$ cat src/hdl/ntt_params_pkg.sv
`default_nettype none

// sizes, modulus and data types of the 16-point transform
package ntt_params_pkg;

    localparam int RING_SIZE  = 16;
    localparam int RING_DEPTH = $clog2(RING_SIZE);  // also the number of stages

    localparam int MODULUS = 7681;
    localparam int COEF_W  = 13;
    localparam int PROD_W  = 2 * COEF_W;

    // twiddle memory holds w^0 .. w^(N/2-1)
    localparam int TW_DEPTH = RING_DEPTH - 1;

    // butterfly issue to write-back
    localparam int BFLY_LATENCY = 3;

    // Barrett reduction of a PROD_W-bit product
    // quotient estimate is (p * BARRETT_M) >> BARRETT_K
    // and it is short of the true quotient by at most two
    localparam int BARRETT_K = PROD_W;
    localparam int BARRETT_M = (1 << BARRETT_K) / MODULUS;  // 8736
    localparam int BARRETT_W = $clog2(BARRETT_M + 1);

    typedef logic [COEF_W-1:0]     coef_t;     // residue mod q
    typedef logic [RING_DEPTH-1:0] addr_t;     // coefficient address
    typedef logic [TW_DEPTH-1:0]   tw_addr_t;  // twiddle index
    typedef logic [PROD_W-1:0]     prod_t;     // unreduced product

endpackage

`default_nettype wire

$ cat src/hdl/ntt_ctrl_pkg.sv
`default_nettype none

// command and sequencer encodings
package ntt_ctrl_pkg;

    typedef enum logic [1:0] {
        CMD_LOAD_TW   = 2'd0,
        CMD_LOAD_DATA = 2'd1,
        CMD_RUN       = 2'd2
    } ntt_cmd_e;

    typedef enum logic [2:0] {
        IDLE      = 3'd0,
        LOAD_TW   = 3'd1,
        LOAD_DATA = 3'd2,
        RUN       = 3'd3,
        DRAIN     = 3'd4,  // wait for the butterfly pipeline to empty
        UNLOAD    = 3'd5
    } seq_state_e;

    localparam int BFLY_PER_STAGE = ntt_params_pkg::RING_SIZE / 2;
    localparam int TW_BEATS       = BFLY_PER_STAGE;  // one twiddle per butterfly slot
    localparam int DATA_BEATS     = ntt_params_pkg::RING_SIZE;
    localparam int LAST_STAGE     = ntt_params_pkg::RING_DEPTH - 1;

endpackage

`default_nettype wire

$ cat src/hdl/coef_mem_if.sv
`default_nettype none

// two combinational read ports, the paired butterfly write and the load write
interface coef_mem_if;
    import ntt_params_pkg::*;

    addr_t rd_addr_a;
    addr_t rd_addr_b;
    coef_t rd_data_a;
    coef_t rd_data_b;

    logic  wr_en;      // butterfly write-back
    addr_t wr_addr_a;
    addr_t wr_addr_b;
    coef_t wr_data_a;
    coef_t wr_data_b;

    logic  ld_en;      // one coefficient per cycle while loading
    addr_t ld_addr;
    coef_t ld_data;

    modport mem (
        input  rd_addr_a, rd_addr_b,
        output rd_data_a, rd_data_b,
        input  wr_en, wr_addr_a, wr_addr_b, wr_data_a, wr_data_b,
        input  ld_en, ld_addr, ld_data
    );

    modport seq (
        output rd_addr_a, rd_addr_b,
        input  rd_data_a,
        output ld_en, ld_addr, ld_data
    );

    modport bfly (
        input  rd_addr_a, rd_addr_b, rd_data_a, rd_data_b,
        output wr_en, wr_addr_a, wr_addr_b, wr_data_a, wr_data_b
    );

endinterface

`default_nettype wire

$ cat src/hdl/butterfly_unit.sv
`default_nettype none

module butterfly_unit (
    input  logic                       clk,
    input  logic                       reset,
    input  logic                       issue,
    input  ntt_params_pkg::tw_addr_t   tw_addr,
    input  logic                       tw_we,
    input  ntt_params_pkg::coef_t      tw_wdata,
    output logic                       idle,
    coef_mem_if.bfly                   mem
);
    import ntt_params_pkg::*;

    localparam int EST_W = PROD_W + BARRETT_W;
    localparam int REM_W = COEF_W + 2;  // holds anything below 3q
    localparam int SUM_W = COEF_W + 1;

    function automatic coef_t mod_add(coef_t x, coef_t y);
        logic [SUM_W-1:0] s;
        s = {1'b0, x} + {1'b0, y};
        if (s >= SUM_W'(MODULUS)) begin
            s = s - SUM_W'(MODULUS);
        end
        return coef_t'(s);
    endfunction

    function automatic coef_t mod_sub(coef_t x, coef_t y);
        logic [SUM_W-1:0] d;
        d = {1'b0, x} - {1'b0, y};
        if (x < y) begin
            d = d + SUM_W'(MODULUS);  // wraps back into [0, q)
        end
        return coef_t'(d);
    endfunction

    coef_t tw_mem [RING_SIZE/2];

    logic  v1, v2, v3;  // one valid bit per stage
    coef_t s1_a, s1_b, s1_tw;
    addr_t s1_addr_a, s1_addr_b;
    coef_t s2_a;
    prod_t s2_prod;
    addr_t s2_addr_a, s2_addr_b;
    coef_t s3_sum, s3_diff;
    addr_t s3_addr_a, s3_addr_b;

    logic [EST_W-1:0]     est;
    logic [BARRETT_W-1:0] quot;
    logic [REM_W-1:0]     rem;
    coef_t                t_red;

    always_ff @(posedge clk) begin
        if (tw_we) begin
            tw_mem[tw_addr] <= tw_wdata;
        end
    end

    always_ff @(posedge clk or posedge reset) begin
        if (reset) begin
            v1 <= 1'b0;
            v2 <= 1'b0;
            v3 <= 1'b0;
        end else begin
            v1 <= issue;
            v2 <= v1;
            v3 <= v2;
        end
    end

    // Barrett estimate, then at most two corrections
    always_comb begin
        est   = EST_W'(s2_prod) * EST_W'(BARRETT_M);
        quot  = est[EST_W-1:BARRETT_K];
        rem   = REM_W'(s2_prod) - REM_W'(quot * MODULUS);  // exact, true value < 2^REM_W
        if (rem >= REM_W'(MODULUS)) begin
            rem = rem - REM_W'(MODULUS);
        end
        if (rem >= REM_W'(MODULUS)) begin
            rem = rem - REM_W'(MODULUS);
        end
        t_red = coef_t'(rem);
    end

    always_ff @(posedge clk) begin
        // stage 1: operands, addresses and twiddle
        s1_a      <= mem.rd_data_a;
        s1_b      <= mem.rd_data_b;
        s1_addr_a <= mem.rd_addr_a;
        s1_addr_b <= mem.rd_addr_b;
        s1_tw     <= tw_mem[tw_addr];
        // stage 2: b * w
        s2_prod   <= s1_b * s1_tw;
        s2_a      <= s1_a;
        s2_addr_a <= s1_addr_a;
        s2_addr_b <= s1_addr_b;
        // stage 3: reduce and add/sub
        s3_sum    <= mod_add(s2_a, t_red);
        s3_diff   <= mod_sub(s2_a, t_red);
        s3_addr_a <= s2_addr_a;
        s3_addr_b <= s2_addr_b;
    end

    assign mem.wr_en     = v3;
    assign mem.wr_addr_a = s3_addr_a;
    assign mem.wr_addr_b = s3_addr_b;
    assign mem.wr_data_a = s3_sum;
    assign mem.wr_data_b = s3_diff;

    // a butterfly in stage 3 commits at this edge, so next cycle's reads see it
    assign idle = !(v1 || v2);

    wb_follows_issue: assert property (
        @(posedge clk) disable iff (reset)
        mem.wr_en |-> $past(issue, BFLY_LATENCY)
    ) else $error("butterfly_unit: write-back without matching issue");

endmodule

`default_nettype wire

$ cat src/hdl/coef_ram.sv
`default_nettype none

module coef_ram (
    input  logic     clk,
    input  logic     reset,
    coef_mem_if.mem  mem
);
    import ntt_params_pkg::*;

    coef_t regs [RING_SIZE];

    // the load phase and the run never overlap, so one write source per edge
    always_ff @(posedge clk) begin
        if (mem.ld_en) begin
            regs[mem.ld_addr] <= mem.ld_data;
        end else if (mem.wr_en) begin
            regs[mem.wr_addr_a] <= mem.wr_data_a;  // a + t
            regs[mem.wr_addr_b] <= mem.wr_data_b;  // a - t
        end
    end

    assign mem.rd_data_a = regs[mem.rd_addr_a];
    assign mem.rd_data_b = regs[mem.rd_addr_b];

    // sequencer loads and butterfly write-back must not collide
    load_vs_writeback: assert property (
        @(posedge clk) disable iff (reset)
        !(mem.ld_en && mem.wr_en)
    ) else $error("coef_ram: load and butterfly write in the same cycle");

    // a butterfly always pairs two distinct words
    paired_addr_distinct: assert property (
        @(posedge clk) disable iff (reset)
        mem.wr_en |-> (mem.wr_addr_a != mem.wr_addr_b)
    ) else $error("coef_ram: paired write to one address");

endmodule

`default_nettype wire

$ cat src/hdl/ntt_core.sv
`default_nettype none

module ntt_core (
    input  logic                     clk,
    input  logic                     reset,
    input  logic                     cmd_valid,
    output logic                     cmd_ready,
    input  ntt_ctrl_pkg::ntt_cmd_e   cmd,
    input  logic                     in_valid,
    output logic                     in_ready,
    input  ntt_params_pkg::coef_t    in_data,
    output logic                     out_valid,
    input  logic                     out_ready,
    output ntt_params_pkg::coef_t    out_data,
    output logic                     busy
);
    import ntt_params_pkg::*;

    // sequencer to butterfly
    logic     issue;
    tw_addr_t tw_addr;
    logic     tw_we;
    coef_t    tw_wdata;
    logic     idle;

    coef_mem_if mem_if ();

    ntt_sequencer seq_i (
        .clk       (clk),
        .reset     (reset),
        .cmd_valid (cmd_valid),
        .cmd_ready (cmd_ready),
        .cmd       (cmd),
        .in_valid  (in_valid),
        .in_ready  (in_ready),
        .in_data   (in_data),
        .out_valid (out_valid),
        .out_ready (out_ready),
        .out_data  (out_data),
        .busy      (busy),
        .issue     (issue),
        .tw_addr   (tw_addr),
        .tw_we     (tw_we),
        .tw_wdata  (tw_wdata),
        .idle      (idle),
        .mem       (mem_if.seq)
    );

    coef_ram ram_i (
        .clk   (clk),
        .reset (reset),
        .mem   (mem_if.mem)
    );

    butterfly_unit bfly_i (
        .clk      (clk),
        .reset    (reset),
        .issue    (issue),
        .tw_addr  (tw_addr),
        .tw_we    (tw_we),
        .tw_wdata (tw_wdata),
        .idle     (idle),
        .mem      (mem_if.bfly)
    );

endmodule

`default_nettype wire

$ cat src/hdl/ntt_sequencer.sv
`default_nettype none

module ntt_sequencer (
    input  logic                       clk,
    input  logic                       reset,
    input  logic                       cmd_valid,
    output logic                       cmd_ready,
    input  ntt_ctrl_pkg::ntt_cmd_e     cmd,
    input  logic                       in_valid,
    output logic                       in_ready,
    input  ntt_params_pkg::coef_t      in_data,
    output logic                       out_valid,
    input  logic                       out_ready,
    output ntt_params_pkg::coef_t      out_data,
    output logic                       busy,
    output logic                       issue,
    output ntt_params_pkg::tw_addr_t   tw_addr,
    output logic                       tw_we,
    output ntt_params_pkg::coef_t      tw_wdata,
    input  logic                       idle,
    coef_mem_if.seq                    mem
);
    import ntt_params_pkg::*;
    import ntt_ctrl_pkg::*;

    seq_state_e state;

    addr_t                         beat_cnt;  // load and unload beats
    logic [$clog2(RING_DEPTH)-1:0] stage;
    tw_addr_t                      bfly_cnt;

    logic     cmd_fire, in_fire, out_fire;
    addr_t    beat_rev;
    addr_t    half_span;
    addr_t    low_mask;
    addr_t    bfly_ext;
    addr_t    bfly_addr;
    tw_addr_t bfly_tw;

    assign cmd_ready = (state == IDLE);
    assign in_ready  = (state == LOAD_TW) || (state == LOAD_DATA);
    assign out_valid = (state == UNLOAD);
    assign busy      = (state != IDLE);

    assign cmd_fire = cmd_valid && cmd_ready;
    assign in_fire  = in_valid && in_ready;
    assign out_fire = out_valid && out_ready;

    // data goes in bit-reversed so the run leaves results in natural order
    always_comb begin
        for (int i = 0; i < RING_DEPTH; i++) begin
            beat_rev[i] = beat_cnt[RING_DEPTH-1-i];
        end
    end

    // pair (a, a+h): a is bfly_cnt with a zero slipped in at bit 'stage'
    assign half_span = addr_t'(1) << stage;
    assign low_mask  = half_span - addr_t'(1);
    assign bfly_ext  = addr_t'(bfly_cnt);
    assign bfly_addr = ((bfly_ext & ~low_mask) << 1) | (bfly_ext & low_mask);
    assign bfly_tw   = tw_addr_t'((bfly_ext & low_mask) << (LAST_STAGE - int'(stage)));

    assign issue    = (state == RUN);
    assign tw_addr  = (state == LOAD_TW) ? tw_addr_t'(beat_cnt) : bfly_tw;
    assign tw_we    = (state == LOAD_TW) && in_fire;
    assign tw_wdata = in_data;

    assign mem.ld_en     = (state == LOAD_DATA) && in_fire;
    assign mem.ld_addr   = beat_rev;
    assign mem.ld_data   = in_data;
    assign mem.rd_addr_a = (state == UNLOAD) ? beat_cnt : bfly_addr;
    assign mem.rd_addr_b = bfly_addr | half_span;

    assign out_data = mem.rd_data_a;

    always_ff @(posedge clk or posedge reset) begin
        if (reset) begin
            state    <= IDLE;
            beat_cnt <= '0;
            stage    <= '0;
            bfly_cnt <= '0;
        end else begin
            case (state)
                IDLE: begin
                    beat_cnt <= '0;
                    stage    <= '0;
                    bfly_cnt <= '0;
                    if (cmd_fire) begin
                        case (cmd)
                            CMD_LOAD_TW:   state <= LOAD_TW;
                            CMD_LOAD_DATA: state <= LOAD_DATA;
                            CMD_RUN:       state <= RUN;
                            default:       state <= IDLE;  // unknown opcode dropped
                        endcase
                    end
                end
                LOAD_TW: begin
                    if (in_fire) begin
                        beat_cnt <= beat_cnt + addr_t'(1);
                        if (beat_cnt == addr_t'(TW_BEATS - 1)) begin
                            state <= IDLE;
                        end
                    end
                end
                LOAD_DATA: begin
                    if (in_fire) begin
                        beat_cnt <= beat_cnt + addr_t'(1);
                        if (beat_cnt == addr_t'(DATA_BEATS - 1)) begin
                            state <= IDLE;
                        end
                    end
                end
                RUN: begin
                    bfly_cnt <= bfly_cnt + tw_addr_t'(1);  // wraps to 0 for the next stage
                    if (bfly_cnt == tw_addr_t'(BFLY_PER_STAGE - 1)) begin
                        state <= DRAIN;
                    end
                end
                DRAIN: begin
                    // stages never overlap
                    if (idle) begin
                        if (int'(stage) == LAST_STAGE) begin
                            state <= UNLOAD;
                        end else begin
                            stage <= stage + 1'b1;
                            state <= RUN;
                        end
                    end
                end
                UNLOAD: begin
                    if (out_fire) begin
                        beat_cnt <= beat_cnt + addr_t'(1);
                        if (beat_cnt == addr_t'(DATA_BEATS - 1)) begin
                            state <= IDLE;
                        end
                    end
                end
                default: state <= IDLE;
            endcase
        end
    end

    in_out_exclusive: assert property (
        @(posedge clk) disable iff (reset)
        !(in_ready && out_valid)
    ) else $error("ntt_sequencer: input and output stream active together");

endmodule

`default_nettype wire

$ cat config.mk
export PLATFORM = sky130hd
export DESIGN_NAME = ntt_core
export DESIGN_NICKNAME = d
export VERILOG_FILES = /design/src/hdl/ntt_params_pkg.sv /design/src/hdl/ntt_ctrl_pkg.sv /design/src/hdl/coef_mem_if.sv /design/src/hdl/butterfly_unit.sv /design/src/hdl/coef_ram.sv /design/src/hdl/ntt_core.sv /design/src/hdl/ntt_sequencer.sv
export SDC_FILE = /design/constraint.sdc
export NUM_CORES = 1
export LEC_CHECK = 0
export ABC_AREA = 1
export BUFFER_PORTS_ARGS = -buffer_cell sky130_fd_sc_hd__buf_2
export CAP_MARGIN = 20
export CORE_MARGIN = 4
export CORE_UTILIZATION = 60
export CTS_CLUSTER_DIAMETER = 200
export DETAILED_ROUTE_END_ITERATION = 10
export GPL_ROUTABILITY_DRIVEN = 1
export GPL_TIMING_DRIVEN = 0
export PLACE_DENSITY_LB_ADDON = 0.15
export SLEW_MARGIN = 20
export SYNTH_ARGS = -nofsm -noshare
export SYNTH_HDL_FRONTEND = slang
export SYNTH_SLANG_ARGS = --single-unit
$ cat constraint.sdc
create_clock -name clk -period 19.1 [get_ports clk]
set_input_delay 1.91 -clock clk [delete_from_list [all_inputs] [get_ports clk]]
set_output_delay 1.91 -clock clk [all_outputs]
set_load 0.05 [all_outputs]
# Word-level counts from Yosys, hierarchy flattened
# Memory sizes are Yosys's and may differ from the RTL's. A register that Yosys moved wholly into a read port is not among the register bits.
# Cells that the tools add are included.
[word_totals]
out_inout_bits = 17
in_bits = 20
mem_bits_rw = 312
mem_count = 2
reg_bits = 117
word_cells = 118
[classes]
mux = 34
n_reduce_logical = 18
n_lt_le_gt_ge = 4
bitwise_logic = 5
n_shift = 2
addsub = 12
mul = 3
n_eq_ne = 20
[memory_table]
columns = ["memory", "depth", "width", "read_ports", "rd_ports_with_merged_regs", "wr", "line", "text"]
rows = [
  ["ram_i.regs", 16, 13, 2, 1, 2, "coef_ram.sv:10", "coef_t regs [RING_SIZE];"],
  ["bfly_i.tw_mem", 8, 13, 1, 1, 1, "butterfly_unit.sv:37", "coef_t tw_mem [RING_SIZE/2];"],
]
[ops]
columns = ["cell", "count"]
rows = [
  ["$mux 13", 4],
  ["$mul 26x9->35 const B", 1],
  ["$shl 4x32->3", 1],
  ["$ge 15x13->1 const B", 2],
  ["$mux 3", 10],
  ["$mul 13x13->26", 1],
  ["$sub 13x13->13 const B", 2],
  ["$pmux 3 s6", 1],
  ["$mux 4", 4],
  ["$mul 14x13->15 const B", 1],
  ["$mux 15", 1],
  ["$sub 15x13->15 const B", 1],
  ["$sub 15x15->15", 1],
  ["$add 13x13->14", 1],
  ["$ge 14x13->1 const B", 1],
  ["$add 13x13->13 const B", 1],
  ["$lt 13x13->1", 1],
  ["$reduce_or 13->1", 1],
  ["$sub 13x13->13", 1],
  ["$ne 2x2->1 const B", 6],
  ["$pmux 4 s3", 1],
  ["$eq 3x3->1 const B", 3],
  ["$mux 1", 8],
  ["$or 4x4->4", 2],
  ["29 further kinds", 42],
]

# Depth between registers and ports, before layout
# Gate-level depths: netlist of run 1.
[logic_depth]
depth_word = 10
ltp_mapped = 76
depth_no_buf = 72

# By module
# A second synthesis of run 1 with hierarchy kept.
[hier_totals]
hier_cells = 4331
area_unflattened_um2 = 34036.4
[modules_own_cells]
columns = ["module", "instances", "cells_per_inst", "seq_area_each_um2", "area_each_um2"]
rows = [
  ["butterfly_unit", 1, 2182, 5760.5, 18874.4],
  ["coef_ram", 1, 1934, 6246.0, 13734.4],
  ["ntt_sequencer", 1, 215, 300.3, 1427.6],
]

# Worst setup path after synthesis of run 1
# OpenSTA, ideal clock, no wires.
[synth_path]
path_type = "register -> register"
start = "register bfly_i.s2_prod[13]"
end = "register bfly_i.s3_sum[8] (netlist: bfly_i.mem.wr_data_a[8])"
path_stages_with_launch = 66
synth_period_minus_slack_ns = 10.167
setup_ns = 0.124
arrival_time_ns = 10.043
slack_ns = 8.933
n_path_buf = 4
required_time_ns = 18.976
cell_sequence = "dfxtp_1 -> ha_1 -> inv_1 -> fa_1 -> inv_1 -> ha_1 -> ha_1 -> a21oi_1 -> o21ai_0 -> a21oi_1 -> nand2_1 -> nand2_1 -> nand2_1 -> inv_1 -> nand2_1 -> nand2_1 -> inv_1 -> ha_1 -> [30 not listed] -> a21oi_1 -> o21bai_1 -> a21oi_1 -> o21ai_0 -> a21oi_1 -> o21ai_0 -> nand3_1 -> nand2_1 -> nor2_1 -> nor2_1 -> nand2_1 -> nor2_1 -> nand3b_1 -> nand2_1 -> clkbuf_1 -> nand2_1 -> o21ai_0 -> o21ai_0"
[synth_via]
elab_chain_cells = 10
word_cells_on_any_way = 13
cone_classes = "add/sub: 5; mul: 2; order compare: 3; mux: 3"
[synth_rtl]
columns = ["element", "line", "text"]
rows = [
  ["from (decl)", "butterfly_unit.sv:43", "prod_t s2_prod;"],
  ["from (signal assigned)", "butterfly_unit.sv:93", "s2_prod <= s1_b * s1_tw;"],
  ["$mul 26x9->35", "butterfly_unit.sv:73", "est = EST_W'(s2_prod) * EST_W'(BARRETT_M);"],
  ["$mul 14x13->15", "butterfly_unit.sv:75", "rem = REM_W'(s2_prod) - REM_W'(quot * MODULUS);"],
  ["$sub 15x15->15 (*)", "butterfly_unit.sv:75", ""],
  ["$sub 15x13->15 or $ge 15x13->1 (tied branches)", "butterfly_unit.sv:77, butterfly_unit.sv:76", ""],
  ["$mux 15 (*)", "butterfly_unit.sv:76", "if (rem >= REM_W'(MODULUS)) begin"],
  ["$sub 13x13->13 or $ge 15x13->1 (tied branches)", "butterfly_unit.sv:80, butterfly_unit.sv:79", ""],
  ["$mux 13 (*)", "butterfly_unit.sv:79", "if (rem >= REM_W'(MODULUS)) begin"],
  ["$add 13x13->14 (*)", "butterfly_unit.sv:21", "s = {1'b0, x} + {1'b0, y};"],
  ["$sub 13x13->13 or $ge 14x13->1 (tied branches)", "butterfly_unit.sv:23, butterfly_unit.sv:22", ""],
  ["$mux 13 (*)", "butterfly_unit.sv:22", "if (s >= SUM_W'(MODULUS)) begin"],
  ["to (signal assigned)", "butterfly_unit.sv:98", "s3_sum <= mod_add(s2_a, t_red);"],
  ["to (decl)", "butterfly_unit.sv:45", "coef_t s3_sum, s3_diff;"],
]
# Mark *: on every way between the ends. The rest lies on a longest branch, timed or not.
# A chain may end at the register's enable or synchronous reset.

# Final worst setup path of run 1
[layout_path]
start = "register bfly_i.s2_prod[13]"
end = "register bfly_i.s3_sum[5] (netlist: bfly_i.mem.wr_data_a[5])"
# The elaborated chain is that of the path after synthesis.

==> impl_summary.log, run 1 <==
[metrics] maximum capacitance violations: 0
[metrics] slew of the pin with the lowest slew margin: 1210 ps
[metrics] status: completed
[metrics] maximum clock frequency: 0.0830 GHz
[metrics] number of warnings issued by yosys: 0
[metrics] number of optimization iterations in the first detailed-route pass: 6
[metrics] number of different library cells in the post-synthesis netlist: 57
[metrics] nets in the synthesized netlist: 4295
[metrics] data required time of the critical path: 19600 ps
[metrics] Worst Hold Margin: 321 ps
[metrics] Hold/Removal Path Class: flip-flop to flip-flop
[metrics] buffers inserted during post-CTS setup optimization: 0
[metrics] final period utilization: 0.631
[metrics] commonest register cell after synthesis: edfxtp_1
[metrics] Final #Nets: 4387
[metrics] relative max-transition margin: 0.189
[metrics] worst-case clock buffer depth: 3
[metrics] final period demand of the worst path: 12050 ps
[metrics] largest area contributor in the synthesized netlist: edfxtp_1
[metrics] path depth of the worst reg2reg path: 66
[metrics] fraction of final layout cells with drive strength greater than 1: 0.0601
[metrics] via count normalized by instance count: 6.07
[metrics] width of the die: 241 um
[metrics] CTS buffer count: 49
[metrics] Clock Latency Late Sink: 630 ps
[metrics] delay contributed by the slowest stage of the critical path: 540 ps
[metrics] Clock transition at path regs: 60 ps
[metrics] Total Neg Setup Slack: 0 ps
[metrics] master cell of the clock root buffer: clkbuf_16
[metrics] routed vias: 28673
[metrics] CTS HTree Levels: 2
[metrics] async set-or-reset flop fraction in the synthesized netlist: 0.0330
[metrics] number of cells produced by synthesis: 3891
[metrics] number of clock sinks: 455
[metrics] number of buffers added to fix hold violations after cts: 0
[metrics] total of cells resized after clock tree synthesis: 0
[metrics] most numerous cell on the critical path: nand2_1
[metrics] antenna violation net count after detailed routing: 0
[metrics] number of hold violations in the final report: 0
[metrics] number of DRC markers after the initial detailed-route iteration: 3724
[metrics] core area: 0.0537 mm2
[metrics] post-detailed-route DRC marker count: 0
[metrics] top cell type's share of synthesized area: 0.288
[metrics] overall track demand over capacity in global routing: 0.385
[metrics] number of cells traversed by the worst hold path: 0
[metrics] critical path's slowest cell: fa_1
[metrics] class of the most critical setup path: flip-flop to flip-flop
[metrics] post-detail-place hpwl: 87900 um
[metrics] Yosys reg bits: 455
[metrics] Final Cell Area: 0.0354 mm2
[metrics] post-synthesis instance area: 0.0325 mm2
[metrics] total gr overflow: 0
[metrics] largest net degree at the start of global routing: 16
[metrics] via count of the first global-routing pass: 26956
[metrics] RSZ-0062 raised after global routing: false
[metrics] Rows: 85
[metrics] instance area after placement: 0.0337 mm2
[metrics] DIE AREA: 0.0580 mm2
[metrics] DIE HEIGHT: 241 um
[metrics] initial core utilization: 0.605
[metrics] Avg WL per Cell: 24.0 um
[metrics] synth-to-layout area growth: 8.94%
[metrics] number of slew-limit violations in the final report: 0
[metrics] Critical Path AT: 12550 ps
[metrics] largest fanout on the critical path: 10
[metrics] sequential-to-total area share from yosys stat: 0.379
[metrics] number of synthesized flops with an enable pin: 312
[metrics] clock tree from TritonCTS: built
[metrics] Critical Path End Type: flip-flop
[metrics] clock skew after layout: 68.4 ps
[metrics] Boundary Pins: 37
[metrics] Final GP Congestion: 1.07
[metrics] Synth area leaders: edfxtp_1 (29%), nand2_1 (11%), fa_1 (9.2%), ha_1 (9.0%), dfxtp_1 (7.9%)
[metrics] antenna violations before repair: 3
[metrics] Port-buffer cells: 36
[metrics] Routed Wire Length: 113000 um
[metrics] register-to-register setup slack: 7050 ps
[metrics] Critical Path Start Type: flip-flop
[metrics] first-pass GRT wire length: 166000 um
[metrics] setup violation total in the final timing report: 0
[metrics] mean cell area of the mapped netlist: 8.35 um2
per-layer routing:
layer | GRT usage | wire length (um) | share of wire
met5 | 0 | 0 | 0
met4 | 0.218 | 7710 | 0.068
met3 | 0.0976 | 13800 | 0.12
met2 | 0.580 | 48600 | 0.43
met1 | 0.511 | 43200 | 0.38
critical path, delay by kind of cell, from the launching register on:
family	cells	cell delay (ps)
DFF	1	400
buffers and inverters	14	1730
adders and majority gates	12	4460
and+or+nand+nor	29	3050
AOI/OAI and AO/OA	9	1600
xor gates and xnor gates	2	700
logic make-up after synthesis:
family / share of synthesized area
multiplexers: 0.00574
flip-flops: 0.379
adder cells (fa/ha/maj): 0.182
AND/OR/NAND/NOR: 0.178
buffers and inverters: 0.0926
XOR/XNOR: 0.0261
AO/OA/AOI/OAI: 0.137
synthesized netlist by cell type, types with 5 or more instances:
cell type and number:
a211oi_1 13, a21oi_1 145, a221oi_1 32, a31oi_1 47, buf_1 29, clkbuf_1 168
dfrtp_1 15, dfxtp_1 128, edfxtp_1 312, fa_1 150, ha_1 234, inv_1 569
inv_2 15, mux2_2 5, mux2i_1 13, nand2_1 977, nand2_2 36, nand3_1 131
nand4_1 16, nor2_1 172, nor2_4 6, nor3_1 13, nor4_1 5, o211ai_1 113
o21ai_0 330, o21bai_1 15, o22ai_1 17, o32ai_1 12, or2_2 13, or4_1 14
xnor2_1 18, xor2_1 75
placed cells by master, fill, tap and decap left out, types with 14 or more instances in the layout:
cell type and n:
or4_1 14, inv_2 15, dfrtp_1 15, ha_1 234, nand4_1 16, o21bai_1 15, a221oi_1 32, nand2_1 977
buf_2 36, o211ai_1 113, o21ai_0 330, nand3_1 131, a31oi_1 47, nand2_2 36, nor2_1 165, xor2_1 75
buf_1 29, a21oi_1 145, clkbuf_1 182, xnor2_1 18, fa_1 150, inv_1 569, dfxtp_1 128, clkbuf_16 51
edfxtp_1 312
worst paths after layout:
| check | startpoint | endpoint |
|---|---|---|
| max | bfly_i.s2_prod[13] | bfly_i.mem.wr_data_a[5] |
| min | bfly_i.s1_a[0] | bfly_i.s2_a[0] |
| max reg2reg | bfly_i.s2_prod[13] | bfly_i.mem.wr_data_a[5] |
| min reg2reg | bfly_i.s1_a[0] | bfly_i.s2_a[0] |
| max in group asynchronous | reset | seq_i.stage[0] |
| min in group asynchronous | reset | seq_i.beat_cnt[3] |
state kept, by name (all words and copies together) (netlist names), 3 cells and up:
name                  count
ram_i.regs              208
bfly_i.tw_mem           104
bfly_i.s2_prod           26
bfly_i.mem.wr_data_a     13
bfly_i.mem.wr_data_b     13
bfly_i.s1_a              13
bfly_i.s1_b              13
bfly_i.s1_tw             13
bfly_i.s2_a              13
bfly_i.mem.wr_addr_a      4
bfly_i.mem.wr_addr_b      4
bfly_i.s1_addr_a          4
bfly_i.s1_addr_b          4
bfly_i.s2_addr_a          4
bfly_i.s2_addr_b          4
seq_i.beat_cnt            4
seq_i.bfly_cnt            3
seq_i.state               3
final cells by class:
class | instances | area (um2)
clock inverters | 19 | 268
clock buffers | 73 | 1430
fillers | 4476 | 18300
flip-flops and latches | 455 | 12300
plain buffers | 204 | 811
diodes | 3 | 7.51
multi-input cells | 2646 | 17300
repair buffers | 41 | 236
inverters | 586 | 2200
well taps | 696 | 871
stage by stage:
step | instances | utilization | worst slack [ps]
after floorplan | 3891 | - | 8930
after global placement | 4623 | 0.625 | 7130
after detailed placement | 4628 | 0.628 | 7110
after CTS | 4720 | 0.659 | 7030
after global routing | 4720 | 0.659 | 6040
final | 4723 | 0.659 | 7050
Power of run 1 is left out: the tool's default activity adds up to more than one toggle a clock period on the data nets, which glitch-free logic cannot reach.
==> inputs of run 2 (changes only) <==
Settings changed: CORE_UTILIZATION 60 to 59.
Clock period 19.1 ns to 10.7 ns, I/O delays scaled along.
==> impl_summary.log, run 2 (synthesized netlist as in run 1, its figures left out) <==
[metrics] status: completed
[metrics] total gr overflow: 0 (unchanged)
[metrics] synth-to-layout area growth: 15.0%
[metrics] Port-buffer cells: 36 (unchanged)
[metrics] width of the die: 243 um (+0.82%)
[metrics] core area: 0.0541 mm2 (+0.79%)
[metrics] clock tree from TritonCTS: built
[metrics] final period demand of the worst path: 10630 ps (-1420 ps)
[metrics] first-pass GRT wire length: 169000 um (+2.2%)
[metrics] Routed Wire Length: 118000 um (+3.9%)
[metrics] fraction of final layout cells with drive strength greater than 1: 0.127 (+0.0670)
[metrics] worst reg2reg path startpoint: bfly_i.s2_prod[13]
[metrics] number of slew-limit violations in the final report: 0 (unchanged)
[metrics] Critical Path Start Type: flip-flop
[metrics] Critical Path AT: 11080 ps (-1470 ps)
[metrics] Avg WL per Cell: 24.5 um (+2.3%)
[metrics] slew of the pin with the lowest slew margin: 1200 ps (-7.58 ps)
[metrics] worst-case clock buffer depth: 3 (unchanged)
[metrics] overall track demand over capacity in global routing: 0.380 (-0.00449)
[metrics] beginning of the worst hold path: bfly_i.s1_addr_a[0]
[metrics] leading cell type in the layout, fill and taps excluded: nand2_1
[metrics] number of cells in the design after placement: 4628 (unchanged)
[metrics] Critical Path End Type: flip-flop
[metrics] DIE HEIGHT: 243 um (+0.82%)
[metrics] setup violation total in the final timing report: 0 (unchanged)
[metrics] relative max-transition margin: 0.175 (-0.0141)
[metrics] CTS buffer count: 48 (-2.0%)
[metrics] Final #Nets: 4465 (+1.8%)
[metrics] via count of the first global-routing pass: 27376 (+1.6%)
[metrics] via count normalized by instance count: 6.09 (+0.25%)
[metrics] number of clock sinks: 455 (unchanged)
[metrics] routed vias: 29208 (+1.9%)
[metrics] number of DRC markers after the initial detailed-route iteration: 3518 (-5.5%)
[metrics] antenna violations before repair: 3 (unchanged)
[metrics] RSZ-0062 raised after global routing: true
[metrics] CTS HTree Levels: 2 (unchanged)
[metrics] number of flip-flops under the largest register name: 208 (unchanged)
[metrics] slack of the critical path: 71.8 ps (-6980 ps)
[metrics] critical path's slowest cell: fa_1
[metrics] maximum capacitance violations: 0 (unchanged)
[metrics] final period utilization: 0.993 (+0.362)
[metrics] setup slack after placement: -1300 ps (-8420 ps)
[metrics] clock skew after layout: 65.6 ps (-2.83 ps)
[metrics] Clock Latency Late Sink: 630 ps (about the same)
[metrics] antenna violation net count after detailed routing: 0 (unchanged)
[metrics] Boundary Pins: 37 (unchanged)
[metrics] Rows: 85 (unchanged)
[metrics] Largest Register: ram_i.regs
[metrics] largest fanout on the critical path: 6 (-4)
[metrics] post-detailed-route DRC marker count: 0 (unchanged)
[metrics] Util after Layout: 0.691 (+0.0313)
[metrics] top library cells by usage in the layout, fill and taps aside: nand2_1 (931), inv_1 (553), o21ai_0 (316)
[metrics] Top Family by Delay on Critical Path: adder cells
[metrics] largest net degree at the start of global routing: 17 (+1)
[metrics] class of the most critical setup path: flip-flop to flip-flop
[metrics] most numerous cell on the critical path: nand2_2
[metrics] Regs by FF count: ram_i.regs: 208 flops, bfly_i.tw_mem: 104 flops, bfly_i.s2_prod: 26 flops
[metrics] CP startpoint: bfly_i.s2_prod[13]
[metrics] master cell of the clock root buffer: clkbuf_16
[metrics] CP Buf/Inv Count: 14 (unchanged)
[metrics] initial core utilization: 0.600 (-0.00476)
[metrics] DIE AREA: 0.0589 mm2 (+1.6%)
[metrics] Hold/Removal Path Class: flip-flop to flip-flop
[metrics] Final GP Congestion: 1.12 (+4.3%)
[metrics] post-detail-place hpwl: 87400 um (-0.64%)
[metrics] delay contributed by the slowest stage of the critical path: 590 ps (+50 ps)
[metrics] data required time of the critical path: 11150 ps (-8450 ps)
[metrics] number of optimization iterations in the first detailed-route pass: 6 (unchanged)
[metrics] number of hold violations in the final report: 0 (unchanged)
[metrics] Layout Cells excl Fill: 4799 (+1.6%)
[metrics] Clock transition at path regs: 60 ps (about the same)
[metrics] maximum clock frequency: 0.0941 GHz (+13%)
[metrics] Total Neg Setup Slack: 0 ps (unchanged)
[metrics] register-to-register setup slack: 70 ps (-6980 ps)
==> run 2: cell count changes in the layout (fill, tap and decap cells not counted), sizes merged <==
cell | before | now
diode | 3 | 4
nand2 | 1014 | 1015
clkinv | 11 | 13
buf | 77 | 156
clkbuf | 241 | 234
==> run 2: area by class of cell <==
cell class / instances / area (um2)
Tap cell: 696 / 871
Multi-Input combinational cell: 2647 / 18600
Clock inverter: 21 / 256
Buffer: 203 / 842
Antenna cell: 4 / 10.0
Clock buffer: 67 / 1330
Timing Repair Buffer: 120 / 905
Inverter: 586 / 2210
Sequential cell: 455 / 12300
Fill cell: 4194 / 16700
==> run 2: routing by layer <==
layer,GRT usage,part of all wire,wire length [um],vias up
li1,-,-,-,13170
met5,0,0.00021,25,-
met3,0.0875,0.11,13500,407
met2,0.571,0.43,51000,1853
met1,0.510,0.38,44700,13774
met4,0.219,0.073,8540,4
==> run 2: worst paths after layout <==
path                                            to  depth (start not counted)
setup reg to reg           bfly_i.mem.wr_data_a[6]                         63
min in group asynchronous        seq_i.beat_cnt[0]                          2
hold reg to reg                bfly_i.s2_addr_a[0]                          0
hold / removal                 bfly_i.s2_addr_a[0]                          0
setup / recovery           bfly_i.mem.wr_data_a[6]                         63
max in group asynchronous        seq_i.bfly_cnt[2]                          2
==> run 2: stage by stage <==
stage	hold slack, ps	area, um2
2_1_floorplan	310	32500
3_3_place_gp	310	33600
3_5_place_dp	312	33700
4_1_cts	318	35800
5_1_grt	322	37400
6_report	322	37400
==> run 2: timing repair <==
item	4_1_cts	5_1_grt
gates cloned	1	3
endpoints found under the setup margin	26	26
buffers inserted	24	53
resized for setup	87	207
hold buffers	0	0
pin swaps	20	103
Power of run 2 is left out for the same reason.
